==> config.mk <==
export PLATFORM = sky130hd
export DESIGN_NAME = mem_response_router
export DESIGN_NICKNAME = d
export VERILOG_FILES = /design/src/logic/bus_pkg.sv /design/src/logic/mem_cfg_pkg.sv /design/src/logic/mem_response_router.sv
export SDC_FILE = /design/constraint.sdc
export NUM_CORES = 1
export LEC_CHECK = 0
export BUFFER_PORTS_ARGS = -buffer_cell sky130_fd_sc_hd__buf_2
export CORE_MARGIN = 2
export CORE_UTILIZATION = 45
export CTS_BUF_LIST = sky130_fd_sc_hd__clkbuf_16
export CTS_CLUSTER_SIZE = 20
export DETAILED_ROUTE_END_ITERATION = 12
export PLACE_DENSITY = 0.77
export SYNTH_ARGS = -nofsm -noshare
export SYNTH_HDL_FRONTEND = slang
export SYNTH_SLANG_ARGS = --single-unit
==> constraint.sdc <==
create_clock -name CLK -period 2.25 [get_ports CLK]
set_input_delay 0.45 -clock CLK [delete_from_list [all_inputs] [get_ports CLK]]
set_output_delay 0.45 -clock CLK [all_outputs]
set_load 0.005 [all_outputs]
==> src/logic/bus_pkg.sv <==
// Generic bus package: request and response structs and requester identifiers
package bus_pkg;

  localparam int ADDR_W = 32;            // Byte address
  localparam int DATA_W = 32;            // One bus word
  localparam int BE_W   = DATA_W / 8;    // One enable per byte lane

  // Requester side of the bus
  // All fields held as levels until busy drops
  typedef struct packed {
    logic [ADDR_W-1:0] addr;             // Byte address, word aligned
    logic [DATA_W-1:0] wdata;
    logic [BE_W-1:0]   byte_en;          // Lane 0 is addr byte 0
    logic              ren;              // Read strobe
    logic              wen;              // Write strobe, never with ren
  } gen_bus_req_t;

  // Responder side
  // busy low for one cycle marks completion
  typedef struct packed {
    logic [DATA_W-1:0] rdata;            // Valid while busy low on a read
    logic              busy;
  } gen_bus_rsp_t;

  // Owner of the memory controller
  typedef enum logic [1:0] {
    REQ_NONE  = 2'd0,                    // Controller idle
    REQ_DATA  = 2'd1,                    // Load/store port
    REQ_INSTR = 2'd2                     // Fetch port, read only
  } requester_t;

endpackage

==> src/logic/mem_cfg_pkg.sv <==
// Memory configuration package: SRAM geometry, wait states, controller states, word views
package mem_cfg_pkg;

  localparam int MEM_WORDS   = 256;    // SRAM depth
  localparam int MEM_ADDR_W  = 8;      // Word index, addr[9:2]
  localparam int WAIT_STATES = 3;      // Cycles before the array is touched
  localparam int TIMER_W     = 3;      // Wide enough for WAIT_STATES

  // Controller sequence per access
  typedef enum logic [1:0] {
    MC_IDLE   = 2'd0,    // Pick a requester
    MC_WAIT   = 2'd1,    // Wait states
    MC_ACCESS = 2'd2,    // Array read or RMW
    MC_DONE   = 2'd3     // Busy low on granted port
  } mc_state_t;

  // One SRAM word
  // Full word for reads, byte lanes for masked writes
  typedef union packed {
    logic [31:0]     word;
    logic [3:0][7:0] lanes;   // lanes[0] is bits 7:0
  } mem_word_u;

endpackage

==> src/logic/mem_response_router.sv <==
// Response router: returns the finished access to its own port and holds rdata between accesses
`timescale 1ns/1ps

module mem_response_router (
  input  logic                   CLK,
  input  logic                   rst,
  input  bus_pkg::requester_t    grant,
  input  logic                   done,       // MC_DONE cycle
  input  mem_cfg_pkg::mem_word_u rd_word,
  output bus_pkg::gen_bus_rsp_t  instr_rsp,
  output bus_pkg::gen_bus_rsp_t  data_rsp
);
  import bus_pkg::*;

  logic              data_hit;
  logic              instr_hit;
  logic [DATA_W-1:0] data_hold;    // Last word returned to data port
  logic [DATA_W-1:0] instr_hold;   // Last word returned to fetch port

  assign data_hit  = done && (grant == REQ_DATA);
  assign instr_hit = done && (grant == REQ_INSTR);

  always_ff @(posedge CLK) begin
    if (rst) begin
      data_hold  <= '0;
      instr_hold <= '0;
    end else begin
      if (data_hit)  data_hold  <= rd_word.word;
      if (instr_hit) instr_hold <= rd_word.word;
    end
  end

  // Fresh word only in the completion cycle
  always_comb begin
    data_rsp.busy   = !data_hit;
    data_rsp.rdata  = data_hit ? rd_word.word : data_hold;
    instr_rsp.busy  = !instr_hit;
    instr_rsp.rdata = instr_hit ? rd_word.word : instr_hold;
  end

  // Completion is a one-cycle pulse, idle cycle follows on both ports
  a_done_pulse : assert property (@(posedge CLK) disable iff (rst)
    (!data_rsp.busy || !instr_rsp.busy) |=> (data_rsp.busy && instr_rsp.busy));

endmodule

=== Word-level counts from Yosys, hierarchy flattened ===
Cells that the tools add are included.

* Flip-flop bits (word level): 64
* Bits in latches: 0
* Memory bits (writable): 0
* ROM bits: 0
* Input bits: 37
* Output and inout port bits: 66
* Word-level logic and storage cells: 10
* Memories kept: 0

* $add $sub $neg: 0
* Multiply operators: 0
* Div/mod/pow operators: 0
* $lt $le $gt $ge: 0
* Equality and inequality tests: 2
* Shift-type cells: 0
* Muxes and demuxes: 2
* Bitwise logic cells: 0
* Reduce and logical (&&, ||, !) cells: 4

{| class="wikitable"
|+ Operator list
! kind !! number
|-
| 2-to-1 mux 32 bit || 2
|-
| equality test 2 x 1 -> 1 bit (second input constant) || 1
|-
| equality test 2 bit (second input constant) || 1
|-
| logical AND 1 bit || 2
|-
| logical NOT 1 bit || 2
|}

=== Depth between registers and ports, before layout ===
* Depth after elaboration: 3
* Depth in mapped cells: 6
* Depth with buffers taken out: 3

=== Least setup slack after synthesis ===
No wires, ideal clock.

* Kind: input to output
* From: in grant[0]
* To: out instr_rsp[27] in the netlist's numbering
* Arrival: 1416 ps
* Data required time: 1800 ps
* Path slack: 384 ps
* Cell stages on the path: 6
* Path buffers: 3
* Cells stage by stage: and3b_1 -> buf_6 -> inv_2 -> buf_6 -> buf_6 -> mux2_4

{| class="wikitable"
|+ RTL lines
! what !! line !! text
|-
| from (decl) || mem_response_router.sv:7 || <nowiki>input bus_pkg::requester_t grant,</nowiki>
|-
| to (decl) || mem_response_router.sv:10 || <nowiki>output bus_pkg::gen_bus_rsp_t instr_rsp,</nowiki>
|}

==> impl_results.md <==
* CP delay by family, top: buffers and inverters
* Clock sink count at 64
* Cell taking the most area after synthesis: dfxtp_1
* # H-tree levels at 3
* Synth top area cells: dfxtp_1 (37%), mux2_2 (19%), mux2i_1 (19%), nand2b_1 (18%), mux2_4 (2.2%)
* Vias in the first global route at 2595
* Final Setup Violations at 0
* Drt total wl at 6.89 mm
* FP Rows at 31
* Hold Crit Class: input port to flip-flop
* Slew @ Worst Pin at 0.524 ns
* Worst slew margin at 65.0%
* Die width at 91.2 um
* Syn Nets at 353
* Crit-path max FO at 18
* Ports at 103
* Root Driver: clkbuf_16
* Clock latency on the worst-skew pair at 0.32 ns
* Antenna Cells at 0
* Max IR drop VDD at 0.387 mV
* Peak Freq at 488 MHz
* CP most frequent cell: buf_2
* Hold Vio Cnt, Final at 0
* Worst Path Buf+Inv at 4
* CTS tree: built
* Detail-routed via count per cell at 4.89
* Die span in y at 91.2 um
* Antenna-violating nets left at 0
* Max-cap violations at 0
* Largest net degree at the start of global routing at 58
* Post-route cell area at 4330 sq um
* Slew Limit Fails at 0
* Worst path cell trace: buf_2, and3b_2, inv_2, buf_4, mux2_2, buf_2
* 1st-iter DRT viols at 59
* Final period utilization at 91.0%
* Net count, final at 452
* GP Congestion at 0.696
* Critical Path Start Type: input port
* Setup crit end kind: primary output
* Unrepaired setup endpoints after global routing: no
* DRC at 0
* Port bufs at 102
* Layout overhead on the synthesized area at 26.4%
* Initial antenna violation count at 0
* DRT Pass-1 Iters at 4
* Pleak at 2.16 nW
* Final setup margin at 0.203 ns
* Via count of the routed design at 2540
* GRT Total Usage at 17.3%
* Setup TNS at 0 ns
* Synth unique cells at 12
* Mean Syn Cell Area at 10.8 sq um
* Yosys warning count at 0
* Sequential share of the synthesized area at 37.4%
* Core Area at 7290 sq um
* Place WS at 0.197 ns
* Clk buf depth at 2
* Die area at 8320 sq um
* # Post-CTS Setup Buffers at 0
* Worst Hold Slack at 0.431 ns
* Slowest stage delay, CP at 0.37 ns
* Area of placed instances at 4050 sq um
* Routed WL per cell at 13.3 um
* Fraction of layout cells with a size suffix above 1 at 45.2%
* GR Util met1 at 19.6%
* Clock Skew at 0 ns
* PD cells at 662 nW/um^2
* Post-layout power at 0.00287 W
* Met2 Resource Use GR at 31.4%
* Initial Util at 46.9%
* Outcome: finished, final reports clean
* Num CTS Buffers at 9
* Global route hottest layer: met2
* # resized after CTS at 0
* Global-route wire length before repair at 11.7 mm
* WP data required at 1.80 ns
* Slowest CP cell: mux2_2
* Post-layout min period at 2.05 ns
* HPWL after DPL at 4.77 mm
* Post-synthesis cell count at 316
* Crit path arrival time at 1.60 ns
* Area share of the largest cell type after synthesis at 37.4%
* M3 GR Usage at 3.49%
* Setup CP Type: input port to primary output
* Seq cells post-synth at 64
* Post-CTS Hold Fix Bufs at 0
* Grt total ovfl at 0
* Cell area after synthesis at 3420 sq um
* Worst-path clk slew at 0.05 ns
## through the flow
stage          utilization, %  cells
3_3_place_gp             55.5    503
2_1_floorplan               -    316
4_1_cts                  59.4    519
6_report                 59.4    519
5_1_grt                  59.4    519
3_5_place_dp             55.5    503
## power by group
group	internal, W	leakage [nW]	switching, W
Sequential	0.00118	0.520	0.0000204
Clock	0.000836	0.147	0.000470
Combinational	0.000208	1.49	0.000157
## kinds of logic (layout without fill, tap and decap cells)
kind of cell           Yosys count  in the layout  synth area share, %
flip-flops                      64             64                 37.4
AND/OR/NAND/NOR                 98             98                 18.1
multiplexers                   128            128                 40.3
buffers and inverters           26            130                 4.20
## cells in the final DEF (no fill, tap or decap)
master       n
inv_1        2
and3b_2      1
mux2_4       5
mux2_1       1
mux2i_1     64
nand2b_1    96
clkbuf_16    9
and3b_1      1
clkinv_1     2
inv_2        2
buf_12       4
dfxtp_1     64
buf_2      102
mux2_2      58
clkinv_2     2
bufinv_16    1
buf_4        6
## synth_stat cells
cell,instances
mux2i_1,64
buf_2,7
buf_6,3
and3b_1,2
mux2_1,1
nand2b_1,96
dfxtp_1,64
clkbuf_1,10
buf_4,4
inv_2,2
mux2_2,58
mux2_4,5
## final timing paths
path / cells after the start / to / from / slack (ns)
max: 6 / data_rsp[2] / done / 0.20
min: 3 / instr_hold[9] / rd_word[9] / 0.43
max reg2reg: 2 / instr_hold[16] / instr_hold[16] / 1.64
min reg2reg: 2 / data_hold[15] / data_hold[15] / 0.47
## cell type report
| cell class | count | area, sq um |
|---|---|---|
| clock buffer | 9 | 225 |
| clock inverter | 7 | 55.1 |
| fill | 662 | 2960 |
| inverter | 2 | 7.51 |
| multi-input combinational | 226 | 2000 |
| sequential | 64 | 1280 |
| tap | 99 | 124 |
| timing repair buffer | 112 | 636 |
## state kept, by name, indices dropped and copies added, names as in the netlist
register	count
instr_hold	32
data_hold	32
## layer usage
layer  wire, um  share of wire, %  up-vias
li1           -                 -     1275
met2       3420                50       64
met1       3060                44     1192
met4         99               1.4        0
met5          0                 0        -
met3        308               4.5        9
## worst reg2reg max path, cell delays in order (launching register included)
cell and delay [ns]:
dfxtp_1 0.34, nand2b_1 0.06, mux2i_1 0.14
Power figures use the tool's default switching activity.
