<file path="src/logic/bus_pkg.sv">
// Generic bus package: request and response structs and requester identifiers
package bus_pkg;

  localparam int ADDR_W = 32;            // Byte address
  localparam int DATA_W = 32;            // One bus word
  localparam int BE_W   = DATA_W / 8;    // One enable per byte lane

  // Requester side of the bus
  // All fields held as levels until busy drops
  typedef struct packed {
    logic [ADDR_W-1:0] addr;             // Byte address, word aligned
    logic [DATA_W-1:0] wdata;
    logic [BE_W-1:0]   byte_en;          // Lane 0 is addr byte 0
    logic              ren;              // Read strobe
    logic              wen;              // Write strobe, never with ren
  } gen_bus_req_t;

  // Responder side
  // busy low for one cycle marks completion
  typedef struct packed {
    logic [DATA_W-1:0] rdata;            // Valid while busy low on a read
    logic              busy;
  } gen_bus_rsp_t;

  // Owner of the memory controller
  typedef enum logic [1:0] {
    REQ_NONE  = 2'd0,                    // Controller idle
    REQ_DATA  = 2'd1,                    // Load/store port
    REQ_INSTR = 2'd2                     // Fetch port, read only
  } requester_t;

endpackage

</file>
<file path="src/logic/mem_cfg_pkg.sv">
// Memory configuration package: SRAM geometry, wait states, controller states, word views
package mem_cfg_pkg;

  localparam int MEM_WORDS   = 256;    // SRAM depth
  localparam int MEM_ADDR_W  = 8;      // Word index, addr[9:2]
  localparam int WAIT_STATES = 3;      // Cycles before the array is touched
  localparam int TIMER_W     = 3;      // Wide enough for WAIT_STATES

  // Controller sequence per access
  typedef enum logic [1:0] {
    MC_IDLE   = 2'd0,    // Pick a requester
    MC_WAIT   = 2'd1,    // Wait states
    MC_ACCESS = 2'd2,    // Array read or RMW
    MC_DONE   = 2'd3     // Busy low on granted port
  } mc_state_t;

  // One SRAM word
  // Full word for reads, byte lanes for masked writes
  typedef union packed {
    logic [31:0]     word;
    logic [3:0][7:0] lanes;   // lanes[0] is bits 7:0
  } mem_word_u;

endpackage

</file>
<file path="src/logic/mem_arbiter_fsm.sv">
// Memory controller FSM: grants data or fetch port and sequences one SRAM access
`timescale 1ns/1ps

module mem_arbiter_fsm (
  input  logic                  CLK,
  input  logic                  rst,
  input  bus_pkg::gen_bus_req_t instr_req,
  input  bus_pkg::gen_bus_req_t data_req,
  input  logic                  expired,       // Wait states elapsed
  output bus_pkg::requester_t   grant,
  output logic                  timer_start,
  output logic                  mem_en,
  output logic                  mem_we,
  output logic                  done
);
  import bus_pkg::*;
  import mem_cfg_pkg::*;

  mc_state_t state;
  logic      data_strobe;
  logic      instr_strobe;

  assign data_strobe  = data_req.ren | data_req.wen;
  assign instr_strobe = instr_req.ren;           // Fetch port never writes

  always_ff @(posedge CLK) begin
    if (rst) begin
      state <= MC_IDLE;
      grant <= REQ_NONE;
    end else begin
      case (state)
        MC_IDLE: begin
          if (data_strobe) begin                 // Data port wins ties
            grant <= REQ_DATA;
            state <= MC_WAIT;
          end else if (instr_strobe) begin
            grant <= REQ_INSTR;
            state <= MC_WAIT;
          end
        end
        MC_WAIT: begin
          if (expired) state <= MC_ACCESS;
        end
        MC_ACCESS: state <= MC_DONE;
        MC_DONE: begin
          state <= MC_IDLE;                      // Always one idle cycle after
          grant <= REQ_NONE;
        end
        default: state <= MC_IDLE;
      endcase
    end
  end

  // Start timer in the cycle the grant is taken
  assign timer_start = (state == MC_IDLE) && (data_strobe || instr_strobe);
  assign mem_en      = (state == MC_ACCESS);
  assign mem_we      = mem_en && (grant == REQ_DATA) && data_req.wen;  // Stores only
  assign done        = (state == MC_DONE);

  // Array touched WAIT_STATES plus one cycles after the grant is taken
  a_en_after_wait : assert property (@(posedge CLK) disable iff (rst)
    mem_en |-> $past(timer_start, WAIT_STATES + 1));

  // Granted port keeps its strobe until the access completes
  a_grant_held : assert property (@(posedge CLK) disable iff (rst)
    (state != MC_IDLE) |-> (grant == REQ_DATA && data_strobe) ||
                           (grant == REQ_INSTR && instr_strobe));

endmodule

</file>
<file path="config.mk">
export PLATFORM = sky130hd
export DESIGN_NAME = mem_arbiter_fsm
export DESIGN_NICKNAME = d
export VERILOG_FILES = /design/src/logic/bus_pkg.sv /design/src/logic/mem_cfg_pkg.sv /design/src/logic/mem_arbiter_fsm.sv
export SDC_FILE = /design/constraint.sdc
export NUM_CORES = 1
export LEC_CHECK = 0
export BUFFER_PORTS_ARGS = -buffer_cell sky130_fd_sc_hd__buf_2
export CAP_MARGIN = 10
export CORE_AREA = 2 2 57 59
export DETAILED_ROUTE_END_ITERATION = 7
export DIE_AREA = 0 0 59 61
export GPL_TIMING_DRIVEN = 0
export PLACE_DENSITY = 0.75
export SLEW_MARGIN = 20
export SYNTH_ARGS = -nofsm -noshare
export SYNTH_HDL_FRONTEND = slang
export SYNTH_SLANG_ARGS = --single-unit
</file>
<file path="constraint.sdc">
create_clock -name CLK -period 1.8 [get_ports CLK]
set_input_delay 0.36 -clock CLK [delete_from_list [all_inputs] [get_ports CLK]]
set_output_delay 0.36 -clock CLK [all_outputs]
set_load 0.01 [all_outputs]
</file>
=== After elaboration in Yosys (flattened, before gate mapping) ===
Index checks and enable logic that the tools add are counted.
Widths: inputs -> output; s select.

* Bits in registers: 4
* Bits of input ports: 143
* Output and inout bits: 6
* Logic and storage cells: 24

* Equality and inequality tests: 6
* Mux-type cells: 7
* Bitwise operators: 1
* Reduce and logical (&&, ||, !) cells: 8

{| class="wikitable"
|+ Operators with widths
! operator !! count
|-
| $mux 2 || 5
|-
| $pmux 2 s4 || 1
|-
| $eq 2x1->1 const B || 2
|-
| $eq 2x2->1 const B || 2
|-
| $pmux 2 s2 || 1
|-
| $reduce_and 2->1 || 2
|-
| $logic_and 1x1->1 || 3
|-
| $ne 3x3->1 const B || 1
|-
| $logic_not 2->1 || 1
|-
| $ne 2x2->1 const B || 1
|-
| $reduce_bool 2->1 || 1
|-
| $logic_or 1x1->1 || 1
|-
| $or 1x1->1 || 1
|}

=== Logic depth before layout (Yosys ltp) ===
* Depth in word-level cells: 3
* Depth in mapped cells: 5
* Gate-level depth less buffers: 5

=== Least setup slack after synthesis ===
OpenSTA, ideal clock, no wires.

* Kind: register to output
* From: register state[0]
* To: output port mem_we
* Arrival: 901 ps
* Required time: 1440 ps
* Path slack: 539 ps
* Cell stages (with the launch flop): 4
* Path buffers: 0
* Path through: dfxtp_1 inv_1 ha_1 and4b_1

* Cells in the longest elaborated chain, start to end: 3

{| class="wikitable"
|+ RTL lines
! element !! line !! RTL
|-
| start: declaration || mem_arbiter_fsm.sv:19 || <nowiki>mc_state_t state;</nowiki>
|-
| start signal: assignment || mem_arbiter_fsm.sv:28 || <nowiki>state <= MC_IDLE;</nowiki>
|-
| start signal: assignment || mem_arbiter_fsm.sv:35 || <nowiki>state <= MC_WAIT;</nowiki>
|-
| start signal: assignment || mem_arbiter_fsm.sv:38 || <nowiki>state <= MC_WAIT;</nowiki>
|-
| $eq 2x2->1 || mem_arbiter_fsm.sv:56 || <nowiki>assign mem_en = (state == MC_ACCESS);</nowiki>
|-
| net mem_en || mem_arbiter_fsm.sv:12 || <nowiki>output logic mem_en,</nowiki>
|-
| $logic_and 1x1->1 (2 in series) || mem_arbiter_fsm.sv:57 || <nowiki>assign mem_we = mem_en && (grant == REQ_DATA) && data_req.wen;</nowiki>
|-
| end: declaration || mem_arbiter_fsm.sv:13 || <nowiki>output logic mem_we,</nowiki>
|}

The timed path passes the listed nets, and every way through them passes these cells.

=== Worst setup path in the final report ===
* From: register state[0]
* To: output port mem_we

* Cells in the longest elaborated chain, start to end: 3

{| class="wikitable"
|+ RTL lines
! element !! line
|-
| $eq 2x2->1 || mem_arbiter_fsm.sv:56
|-
| $logic_and 1x1->1 (2 in series) || mem_arbiter_fsm.sv:57
|}

No other way between the ends.

==> results.cfg <==
[setup_path]
r2r_setup_slack_ns = 0.49
slowest_delay_ns = 0.37
cp_slowest_cell = dfxtp_1
r2r-start = state[0]
cp.arrival_ns = 1.24
reg2regPathDepth = 5
cp-end-kind = output pin
crit_type = reg2out
start_kind = register
worstPathMaxFanout = 4
worstPathRequired_ns = 1.44
crit_chain = inv_1 -> ha_1 -> and4b_1 -> buf_2
r2r_end = state[0]

[clock_tree]
tritoncts = done
ctsHoldBuffers = 0
cts_max_level = 1
cts_buffers = 3
clkSinkCount = 4
clk_latency_ns = 0.23
clk_pin_slew_ns = 0.04
clock_path_buffers = 2
cts_setup_buffers = 0
cts.repair.resized = 0
root_buffer = clkbuf_4

[routing]
drt-wirelength-per-cell_um = 7.31
ant_nets = 0
routedLengthMet1_um = 237
wl_um = 563
drtIter0Drc = 7
vias_per_cell = 3.38
route.met3.wl_um = 39
drc = 0
top_layer = met4
dr_wl_met2_um = 275
dr_total_vias = 260
first_pass_iters = 4

[synthesis]
yosys_warnings = 0
syn_nets = 177
yosysUniqueCellTypes = 15
syn_area_um2 = 279
ys_top_cells_by_area = dfxtp_1, ha_1, nor4b_4
synth_top_area_share_pct = 28.7
ys.flop_type = dfxtp_1
synthTopCellsByCount = dfxtp_1, ha_1
ys_ff_latch = 4
synthArstFlopShare_pct = 0
synth_enable_flop_cells = 0
synthCells = 30
yosysSeqAreaShare_pct = 28.7
avgSynthCellArea_um2 = 9.30
yosysTopAreaCell = dfxtp_1

[cells_and_area]
fin_nets = 193
antenna_cells = 0
layout-drive-gt1-share_pct = 38.6
syn_to_final_growth_pct = 42.6

[floorplanning]
core.rowCount = 20
die_x_um = 59
io_pins = 149
chipHeight_um = 61
dieArea_mm2 = 0.00360
core_mm2 = 0.00295
start_util_pct = 9.45

[placed_design]
gp_congestion = 0.595
dpl.hpwl_um = 485
io_buffers = 11

[sta]
drv_slew = 0
max_freq_mhz = 626
tightest_slew_ns = 0.280
rsz0062_at_grt = no
setup_viol = 0
hold_viol = 0
finalCriticalPeriod_ns = 1.60
finalCritPeriodShare_pct = 88.8
finClkSkew_ns = 0.000520
finalSetupTns_ns = 0
whs_ns = 0.338
slew_headroom_pct = 81.3

[global_routing]
antenna_found_initial = 0
grtUsageTotal_pct = 3.40
grt-ovfl-total = 0
grt_max_degree = 6
grt_pass1_vias = 234
grt_pass1_wl_um = 876

[hold_path]
min_delay_path_depth = 2
worstHoldStart = rst
hp-class = in2reg
holdPathEnd = grant[1]

[power]
cellPowerDensity_mw_per_mm2 = 1260
ir_worst_vdd_mv = 0.316
p_leak_uw = 0.000185

[run]
drv_cap = 0

[status]
status = finished, final reports clean
-- placed cells by master, fill, tap and decap left out --
master    count
clkbuf_4      3
ha_1          4
a21oi_1       3
nor4b_4       1
o21ai_0       3
nand3_1       1
nand2b_1      3
mux2i_1       1
nor2b_2       1
nor2_1        3
buf_2        11
and4b_1       1
o31a_2        1
inv_1         2
dfxtp_1       4
nor2b_1       1
o21a_1        1
-- sequential cells by signal, indices dropped and copies added (netlist names) --
signal	flops
grant	2
state	2
-- worst max-delay path: cells and delay by family (launching register included) --
family / cells / cell delay (ns)
flip-flops: 1 / 0.37
buffers and inverters: 2 / 0.21
AND/OR/NAND/NOR: 1 / 0.20
adder cells (fa/ha/maj): 1 / 0.23
-- where the power goes --
| part | internal, µW | switching [µW] | total (µW) |
|---|---|---|---|
| logic | 123 | 125 | 247 |
| clock network | 74.5 | 35.7 | 110 |
| registers | 120 | 24.0 | 144 |
-- per-stage QoR --
stage	instance area (µm²)	util [%]	std cells	worst slack, ns	total power [µW]
final	398	13.5	77	0.202	502
after global routing	398	13.5	77	0.116	556
after CTS	398	13.5	77	0.198	510
after detailed placement	375	12.7	74	0.449	396
after global placement	375	12.7	74	0.459	393
after floorplan	279	-	30	0.539	325
-- cell families (layout without fill, tap and decap cells) --
kind of cell    Yosys count  after routing  share of synthesized area [%]
simple gates             11             11                           30.0
compound gates            8              8                           17.0
buf+inv                   2             16                           2.69
mux                       1              1                           3.59
flops                     4              4                           28.7
fa+ha+maj                 4              4                           17.9
-- worst max path at each step --
| stage | from | end | slack (ns) | cells past startpoint |
|---|---|---|---|---|
| floorplan | state[0] | mem_we | 0.54 | 3 |
| global placement | state[0] | mem_we | 0.46 | 4 |
| detailed placement | state[0] | mem_we | 0.45 | 4 |
| CTS | state[0] | mem_we | 0.20 | 4 |
| global route | state[0] | mem_we | 0.12 | 4 |
| finish | state[0] | mem_we | 0.20 | 4 |
-- final cells by class --
class	instances	area, µm²
Clock buffer	3	22.5
Fill cell	334	2550
Inverter	2	7.51
Multi-Input combinational cell	24	191
Sequential cell	4	80.1
Tap cell	33	41.3
Timing Repair Buffer	11	55.1
-- routing by layer --
layer | global-route usage [%] | vias up
met1 | 3.43 | 120
met4 | 3.90 | 0
met5 | 0 | -
met2 | 5.24 | 6
met3 | 1.07 | 2
li1 | - | 132
No activity file was read; power rests on OpenSTA's default activity.
