[src/logic/mem_cfg_pkg.sv]
// Memory configuration package: SRAM geometry, wait states, controller states, word views
package mem_cfg_pkg;

  localparam int MEM_WORDS   = 256;    // SRAM depth
  localparam int MEM_ADDR_W  = 8;      // Word index, addr[9:2]
  localparam int WAIT_STATES = 3;      // Cycles before the array is touched
  localparam int TIMER_W     = 3;      // Wide enough for WAIT_STATES

  // Controller sequence per access
  typedef enum logic [1:0] {
    MC_IDLE   = 2'd0,    // Pick a requester
    MC_WAIT   = 2'd1,    // Wait states
    MC_ACCESS = 2'd2,    // Array read or RMW
    MC_DONE   = 2'd3     // Busy low on granted port
  } mc_state_t;

  // One SRAM word
  // Full word for reads, byte lanes for masked writes
  typedef union packed {
    logic [31:0]     word;
    logic [3:0][7:0] lanes;   // lanes[0] is bits 7:0
  } mem_word_u;

endpackage

[src/logic/wait_state_timer.sv]
// Wait-state timer: down-counter that flags the end of the SRAM wait states
`timescale 1ns/1ps

module wait_state_timer (
  input  logic CLK,
  input  logic rst,
  input  logic start,       // One-cycle pulse from the FSM
  output logic expired      // Level, held until next start
);
  import mem_cfg_pkg::*;

  logic [TIMER_W-1:0] count;

  always_ff @(posedge CLK) begin
    if (rst) begin
      count <= '0;
    end else if (start) begin
      // Start cycle counts as the first wait state
      count <= TIMER_W'(WAIT_STATES - 1);
    end else if (count != '0) begin
      count <= count - 1'b1;
    end
  end

  // Rises WAIT_STATES cycles after start
  assign expired = (count == '0) && !start;

  // Expiry lands exactly WAIT_STATES cycles after a start
  a_expiry_time : assert property (@(posedge CLK) disable iff (rst)
    $rose(expired) |-> $past(start, WAIT_STATES));

endmodule

[config.mk]
export PLATFORM = sky130hd
export DESIGN_NAME = wait_state_timer
export DESIGN_NICKNAME = d
export VERILOG_FILES = /design/src/logic/mem_cfg_pkg.sv /design/src/logic/wait_state_timer.sv
export SDC_FILE = /design/constraint.sdc
export NUM_CORES = 1
export LEC_CHECK = 0
export ABC_AREA = 1
export BUFFER_PORTS_ARGS = -buffer_cell sky130_fd_sc_hd__buf_4
export CAP_MARGIN = 40
export CORE_AREA = 2 2 39 41
export DETAILED_ROUTE_END_ITERATION = 10
export DIE_AREA = 0 0 41 43
export PLACE_DENSITY_LB_ADDON = 0.3
export SETUP_SLACK_MARGIN = 0.15
export SYNTH_ARGS = -nofsm -noshare
export SYNTH_HDL_FRONTEND = slang
export SYNTH_SLANG_ARGS = --single-unit
[constraint.sdc]
create_clock -name CLK -period 1.2 [get_ports CLK]
set_input_delay 0.06 -clock CLK [delete_from_list [all_inputs] [get_ports CLK]]
set_output_delay 0.06 -clock CLK [all_outputs]
set_load 0.005 [all_outputs]
# Word-level counts from Yosys, hierarchy flattened
# Cells that the tools add are included.
# word_totals
ff_bits,3
latch_bits,0
ramBits,0
mem_bits_ro,0
input_bits,3
out_inout_bits,1
elab_cells,11
mem_count,0
# classes
n_addsub,1
n_mul,0
div_mod_pow,0
order_cmp,0
n_eq_ne,0
shift,0
muxes,2
n_bitwise,0
n_reduce_logical,6
# ops
cell,n
2-to-1 mux 2 bit,2
zero test 3 bit,1
nonzero test 3 bit,1
subtractor 3 x 1 -> 3 bit (second input constant),1
nonzero test 2 bit,1
OR reduction 2 bit,1
logical AND 1 bit,1
zero test 1 bit,1

# Logic depth before layout (Yosys ltp)
# Gate-level depths: netlist of the first run.
# logic_depth
depth_word,3
mapped_depth,7
depth_no_buf,7

# Least setup slack after synthesis of the first run
# OpenSTA, ideal clock, no wires.
# synth_path
kind,reg-to-reg
from,reg count[0]
to,reg count[1]
setup_time_ns,0.111
arrival_time_ns,0.954
t_required_ns,1.089
path_slack_ns,0.134
stages_incl_launch_ff,8
n_path_buf,0
period_less_slack_ns,1.066
cell_sequence,dfxtp_1 > nor2_2 > ha_1 > nor2_1 > nand2_1 > nand2_1 > nor2_1 > nor2_1
# synth_via
elab_chain_cells,3
word_cells_on_any_way,5
classes_between,add/sub: 1; mux: 2; reduce/logical: 2
# synth_lines
element,line_no,text
start: declaration,wait_state_timer.sv:12,logic [TIMER_W-1:0] count;
start signal: assignment,wait_state_timer.sv:19,count <= TIMER_W'(WAIT_STATES - 1);
start signal: assignment,wait_state_timer.sv:21,count <= count - 1'b1;
subtractor 3 x 1 -> 3 bit,wait_state_timer.sv:21,
2-to-1 mux 2 bit,wait_state_timer.sv:20,end else if (count != '0) begin
2-to-1 mux 2 bit,wait_state_timer.sv:17,end else if (start) begin
# Parallel ways exist; a longest one is shown, timed or not. The select of a mux whose other input is x is not followed.
# A chain may end at the register's enable or synchronous reset.

# Final worst setup path of the first run
# layout_path
from,reg count[0]
to,reg count[0]
# layout_via
elab_chain_cells,1
word_cells_on_any_way,2
classes_between,add/sub: 1; reduce/logical: 1
# layout_lines
element,line_no
subtractor 3 x 1 -> 3 bit or nonzero test 3 bit (tied branches),"wait_state_timer.sv:21, wait_state_timer.sv:20"
# Parallel ways exist; a longest one is shown, timed or not.

==> metrics.yaml, run 1 <==
drt:
  viasPerCell: 3.36
  drt-initial-drc-count: 4
  drtPass1Iterations: 2
  postRouteAntennaNets: 0
  vias: 188
  avgRoutedWirePerCell_um: 6.96
  wl_um: 390
  drc: 0
placed_design:
  port_buffers: 3
  post-place-cells: 44
  dpl_cell_area_um2: 218
  dp_hpwl_um: 221
  gp_congestion: 0.604
sta:
  tns_ns: 0
  clock_skew_ns: 0.000564
  finalHoldViolCount: 0
  slew_headroom_pct: 91.4
  worst-slew-pin-transition_ns: 0.127
  setup_viol: 0
  fmax_mhz: 878
  rsz0062_at_grt: "true"
  finalMaxSlewViolations: 0
  fin_crit_ns: 1.14
  fin_crit_sh_pct: 94.9
grt:
  grt_pass1_wl_um: 662
  grt_max_degree: 5
  grt_use_total_pct: 6.12
  overflow: 0
  grt_pass1_vias: 176
  antenna_found_initial: 0
cells_and_area:
  nFillCells: 155
  layout.nets: 45
  stdcell_area_um2: 339
  top_register: "count"
  largest_reg_flops: 3
  diodes: 0
  final_cells: 56
  reg_top3: "count x3"
  mostFrequentLayoutCell: "buf_4"
  area_delta_synth_final_pct: 105
  final_cell_mix: "buf_4, nand2_1, nor2_1"
  drive_gt1_share_pct: 55.0
  final_util_pct: 24.5
floorplan:
  io_pins: 4
  dieHeight_um: 43
  num_rows: 14
  die_w_um: 41
  start_util_pct: 11.9
  core_area_mm2: 0.00138
  die_area_mm2: 0.00176
clock_tree:
  clock_path_buffers: 2
  htree_levels: 1
  clkTransAtPathRegs_ns: 0.03
  cts_tree: "yes"
  clock_sinks: 3
  cts_root_buf: "clkbuf_4"
  clk_latency_ns: 0.23
  cts_made_buffers: 3
worst_setup_path:
  crit_arrival_ns: 1.29
  worst_r2r_path_depth: 6
  r2r_end: "count[0]"
  cp-start-kind: "flip-flop"
  worstSetupPathType: "reg2reg"
  r2r-start: "count[0]"
  critPathMaxFanout: 3
  cp-end-kind: "flip-flop"
  r2r_slack_ns: 0.06
  crit_required_ns: 1.35
  crit_start: "count[0]"
  cp-endpoint: "count[0]"
yosys:
  synth_top_cell_by_area: "dfxtp_1"
  syn_area_per_cell_um2: 6.88
  syn-num-nets: 28
  ys_ff_latch: 3
  netlist_instances: 24
  synth_warnings: 0
  synth.distinct_cells: 12
  ys_seq_area_share_pct: 36.4
  synth.area.top_cells: "dfxtp_1, inv_1, nand2_1"
  netlist.area_leader.share_pct: 36.4
  mappedNetlistArea_um2: 165
pwr:
  peakVddDrop_v: 0.000486
  power_density_mw_per_mm2: 1300
  p_leak_nw: 0.168
status:
  outcome: "completed"
flow_run:
  max-cap-violations: 0
min_path:
  hold_class: "in2reg"
==> stage by stage <==
stage          hold slack (ns)  setup WS [ns]  total power, mW
3_3_place_gp             0.240          0.109            0.191
6_report                0.0879         0.0610            0.441
5_1_grt                  0.115       -0.00687            0.470
4_1_cts                0.00240         0.0887            0.421
3_5_place_dp             0.241         0.0979            0.190
2_1_floorplan            0.132          0.162            0.166
==> worst min-delay path by stage <==
stage	depth (start not counted)	startpoint	endpoint	slack, ns
floorplan	1	rst	count[1]	0.13
global placement	2	rst	count[1]	0.24
detailed placement	2	rst	count[1]	0.24
CTS	2	start	count[0]	0.002
global route	4	start	count[2]	0.12
finish	4	start	count[2]	0.09
==> cells by family after synthesis <==
family                     after synthesis  synth area share [%]
xor gates and xnor gates                 1                  5.30
DFF                                      3                  36.4
buffers and inverters                    6                  13.6
AOI/OAI and AO/OA                        2                  8.33
and+or+nand+nor                         11                  28.8
adders and majority gates                1                  7.57
==> synth_stat cells (all sizes together) <==
| master | n |
|---|---|
| inv | 6 |
| xor2 | 1 |
| dfxtp | 3 |
| nor2 | 5 |
| a21oi | 2 |
| ha | 1 |
| nor3 | 1 |
| nand2 | 5 |
==> final cells by class <==
cell class	instances	area (µm²)	area share, %
Sequential cell	3	62.6	18.5
Inverter	6	22.5	6.64
Clock buffer	4	26.3	7.75
Multi-Input combinational cell	15	105	31.0
Tap cell	16	20.0	5.90
Timing Repair Buffer	12	103	30.3
==> where the power goes <==
part / switching, mW / internal, mW / total [mW]
sequential: 0.00698 / 0.110 / 0.117
combinational: 0.0587 / 0.0902 / 0.149
clock: 0.0501 / 0.124 / 0.175
total: 0.116 / 0.325 / 0.441
==> timing repair <==
item                       4_1_cts  5_1_grt
pin swaps                        3        5
hold endpoints to repair         2        1
gates resized for setup          6        3
setup endpoints to repair        2        4
hold buffers                     1        1
setup buffers                    4        2
==> metal layers <==
layer	up-vias	global-route usage, %	part of all wire, %
met5	-	0	0
met4	0	6.00	0
met3	0	1.57	6.9
met2	6	9.38	54
met1	81	6.09	39
li1	101	-	-
==> worst max-delay path, cell delays in order (launching register included) <==
cell	delay, ns
dfxtp_2	0.34
nor2_4	0.05
ha_4	0.17
buf_4	0.13
buf_4	0.13
xor2_1	0.13
nor3_1	0.11
Note: power is estimated with default switching activity, not from simulation.
==> inputs of run 2 (changes only) <==
ABC_AREA = default   (was 1)
==> run 2 against run 1 <==
The flow now finishes with violations (negative setup slack); clock skew is 0.0010 ns higher; sequential cell count is the same; die area unchanged; sequential power hardly changed; critical path depth is 2 lower; first-iteration DRC count down 75%; synthesized cell count shrank 38%; synthesized area is 14% lower; design area fell by 13%.
==> metrics.yaml, run 2 <==
drt:
  wl_met2_um: 219
  wl_um: 402
  viasPerCell: 3.56
  wl_met1_um: 159
  postRouteAntennaNets: 0
  drtPass1Iterations: 2
  avgRoutedWirePerCell_um: 9.35
  top_layer_used: "met3"
  drc: 0
  drt-initial-drc-count: 1
  wl_met3_um: 24
  vias: 153
placed_design:
  port_buffers: 3
  dpl_cell_area_um2: 203
  post-place-cells: 36
  gp_congestion: 0.538
  dp_hpwl_um: 219
sta:
  clock_skew_ns: 0.00160
  fmax_mhz: 789
  finalHoldViolCount: 0
  finalMaxSlewViolations: 0
  fin_crit_sh_pct: 106
  setup_viol: 2
  whs_ns: 0.0346
  worst_slack_ns: -0.0671
  rsz0062_at_grt: "true"
  slew_headroom_pct: 83.9
  tns_ns: -0.0707
  fin_crit_ns: 1.27
  worst-slew-pin-transition_ns: 0.241
cells_and_area:
  nFillCells: 150
  top_register: "count"
  mostFrequentLayoutCell: "buf_4"
  largest_reg_flops: 3
  final_util_pct: 21.3
  final_cell_mix: "buf_4, clkbuf_4, dfxtp_2"
  stdcell_area_um2: 295
  layout.nets: 32
  diodes: 0
  reg_top3: "count x3"
  drive_gt1_share_pct: 66.7
  area_delta_synth_final_pct: 109
  final_cells: 43
floorplan:
  die_w_um: 41
  die_area_mm2: 0.00176
  io_pins: 4
  start_util_pct: 10.2
  num_rows: 14
  core_area_mm2: 0.00138
  dieHeight_um: 43
pwr:
  p_leak_nw: 0.125
  power_density_mw_per_mm2: 1430
  peakVddDrop_v: 0.000431
clock_tree:
  cts_root_buf: "clkbuf_4"
  clkTransAtPathRegs_ns: 0.04
  clock_sinks: 3
  clk_latency_ns: 0.23
  htree_levels: 1
  cts_tree: "yes"
  cts_made_buffers: 3
  clock_path_buffers: 2
worst_setup_path:
  cp-start-kind: "flip-flop"
  cp-end-kind: "flip-flop"
  critPathMaxFanout: 3
  worstSetupPathType: "reg2reg"
  crit_required_ns: 1.35
  crit_arrival_ns: 1.42
yosys:
  netlist.area_leader.share_pct: 42.5
  synth_ff_type: "dfxtp_1"
  ys_seq_area_share_pct: 42.5
  synth.area.top_cells: "dfxtp_1, ha_1, or4b_1"
  mappedNetlistArea_um2: 141
  synth_warnings: 0
  syn-num-nets: 19
  async_flop_share_pct: 0
  ys_ff_latch: 3
  synth_top_cell_by_area: "dfxtp_1"
  synth.distinct_cells: 12
  yosysMostFrequentCell: "dfxtp_1"
  synth_edf_count: 0
  synth_common_cells: "dfxtp_1, inv_1"
  syn_area_per_cell_um2: 9.43
  netlist_instances: 15
min_path:
  hold_class: "in2reg"
flow_run:
  max-cap-violations: 0
status:
  outcome: "finished with violations"
  violations: "negative setup slack"
grt:
  antenna_found_initial: 0
  grt_use_total_pct: 6.21
  grt_max_degree: 5
  grt_pass1_vias: 149
  overflow: 0
  grt_pass1_wl_um: 627
run 2: layout make-up:
type / instances / area, µm² / area share (%)
multi-input combinational: 10 / 108 / 36.4
timing repair buffer: 8 / 70.1 / 23.7
sequential: 3 / 63.8 / 21.6
clock buffer: 4 / 26.3 / 8.90
tap: 16 / 20.0 / 6.78
inverter: 2 / 7.51 / 2.54
run 2: cell families after synthesis:
kind of cell	synth area share, %
simple gates	23.0
fa+ha+maj	8.85
compound gates	14.2
xor+xnor	6.20
buf+inv	5.31
flops	42.5
run 2: path summary, 6_finish.rpt:
path | startpoint | end | slack, ns | depth (start not counted)
max | count[0] | count[1] | -0.07 | 4
min | start | count[2] | 0.03 | 2
max reg2reg | count[0] | count[1] | -0.07 | 4
min reg2reg | count[2] | count[2] | 0.50 | 2
run 2: repair_timing:
action / CTS / global route
hold buffers: 1 / 0
gates resized for setup: 7 / 4
hold endpoints to repair: 2 / 0
setup endpoints to repair: 4 / 4
pin swaps: 2 / 0
setup buffers: 1 / 1
run 2: critical path, cell delays in order (launching register included):
cell and delay (ns):
dfxtp_2 0.34, nor2_4 0.05, ha_4 0.16, or4b_1 0.48, a31oi_1 0.16
run 2: stage by stage:
step,setup WS (ns),power [mW]
after floorplan,-0.00510,0.154
after global placement,-0.0259,0.185
after detailed placement,-0.0690,0.186
after CTS,-0.0292,0.405
after global routing,-0.109,0.451
final,-0.0671,0.421
run 2: power breakdown:
group	internal (mW)	switching [mW]	total, mW
Clock	0.125	0.0566	0.181
Sequential	0.111	0.00744	0.119
Combinational	0.0748	0.0459	0.121
Total	0.311	0.110	0.421
run 2: layer usage:
layer  up-vias  track usage, %
li1         78               -
met1        71            6.07
met2         4            7.81
met3         0            3.14
met4         0            8.00
met5         -               0
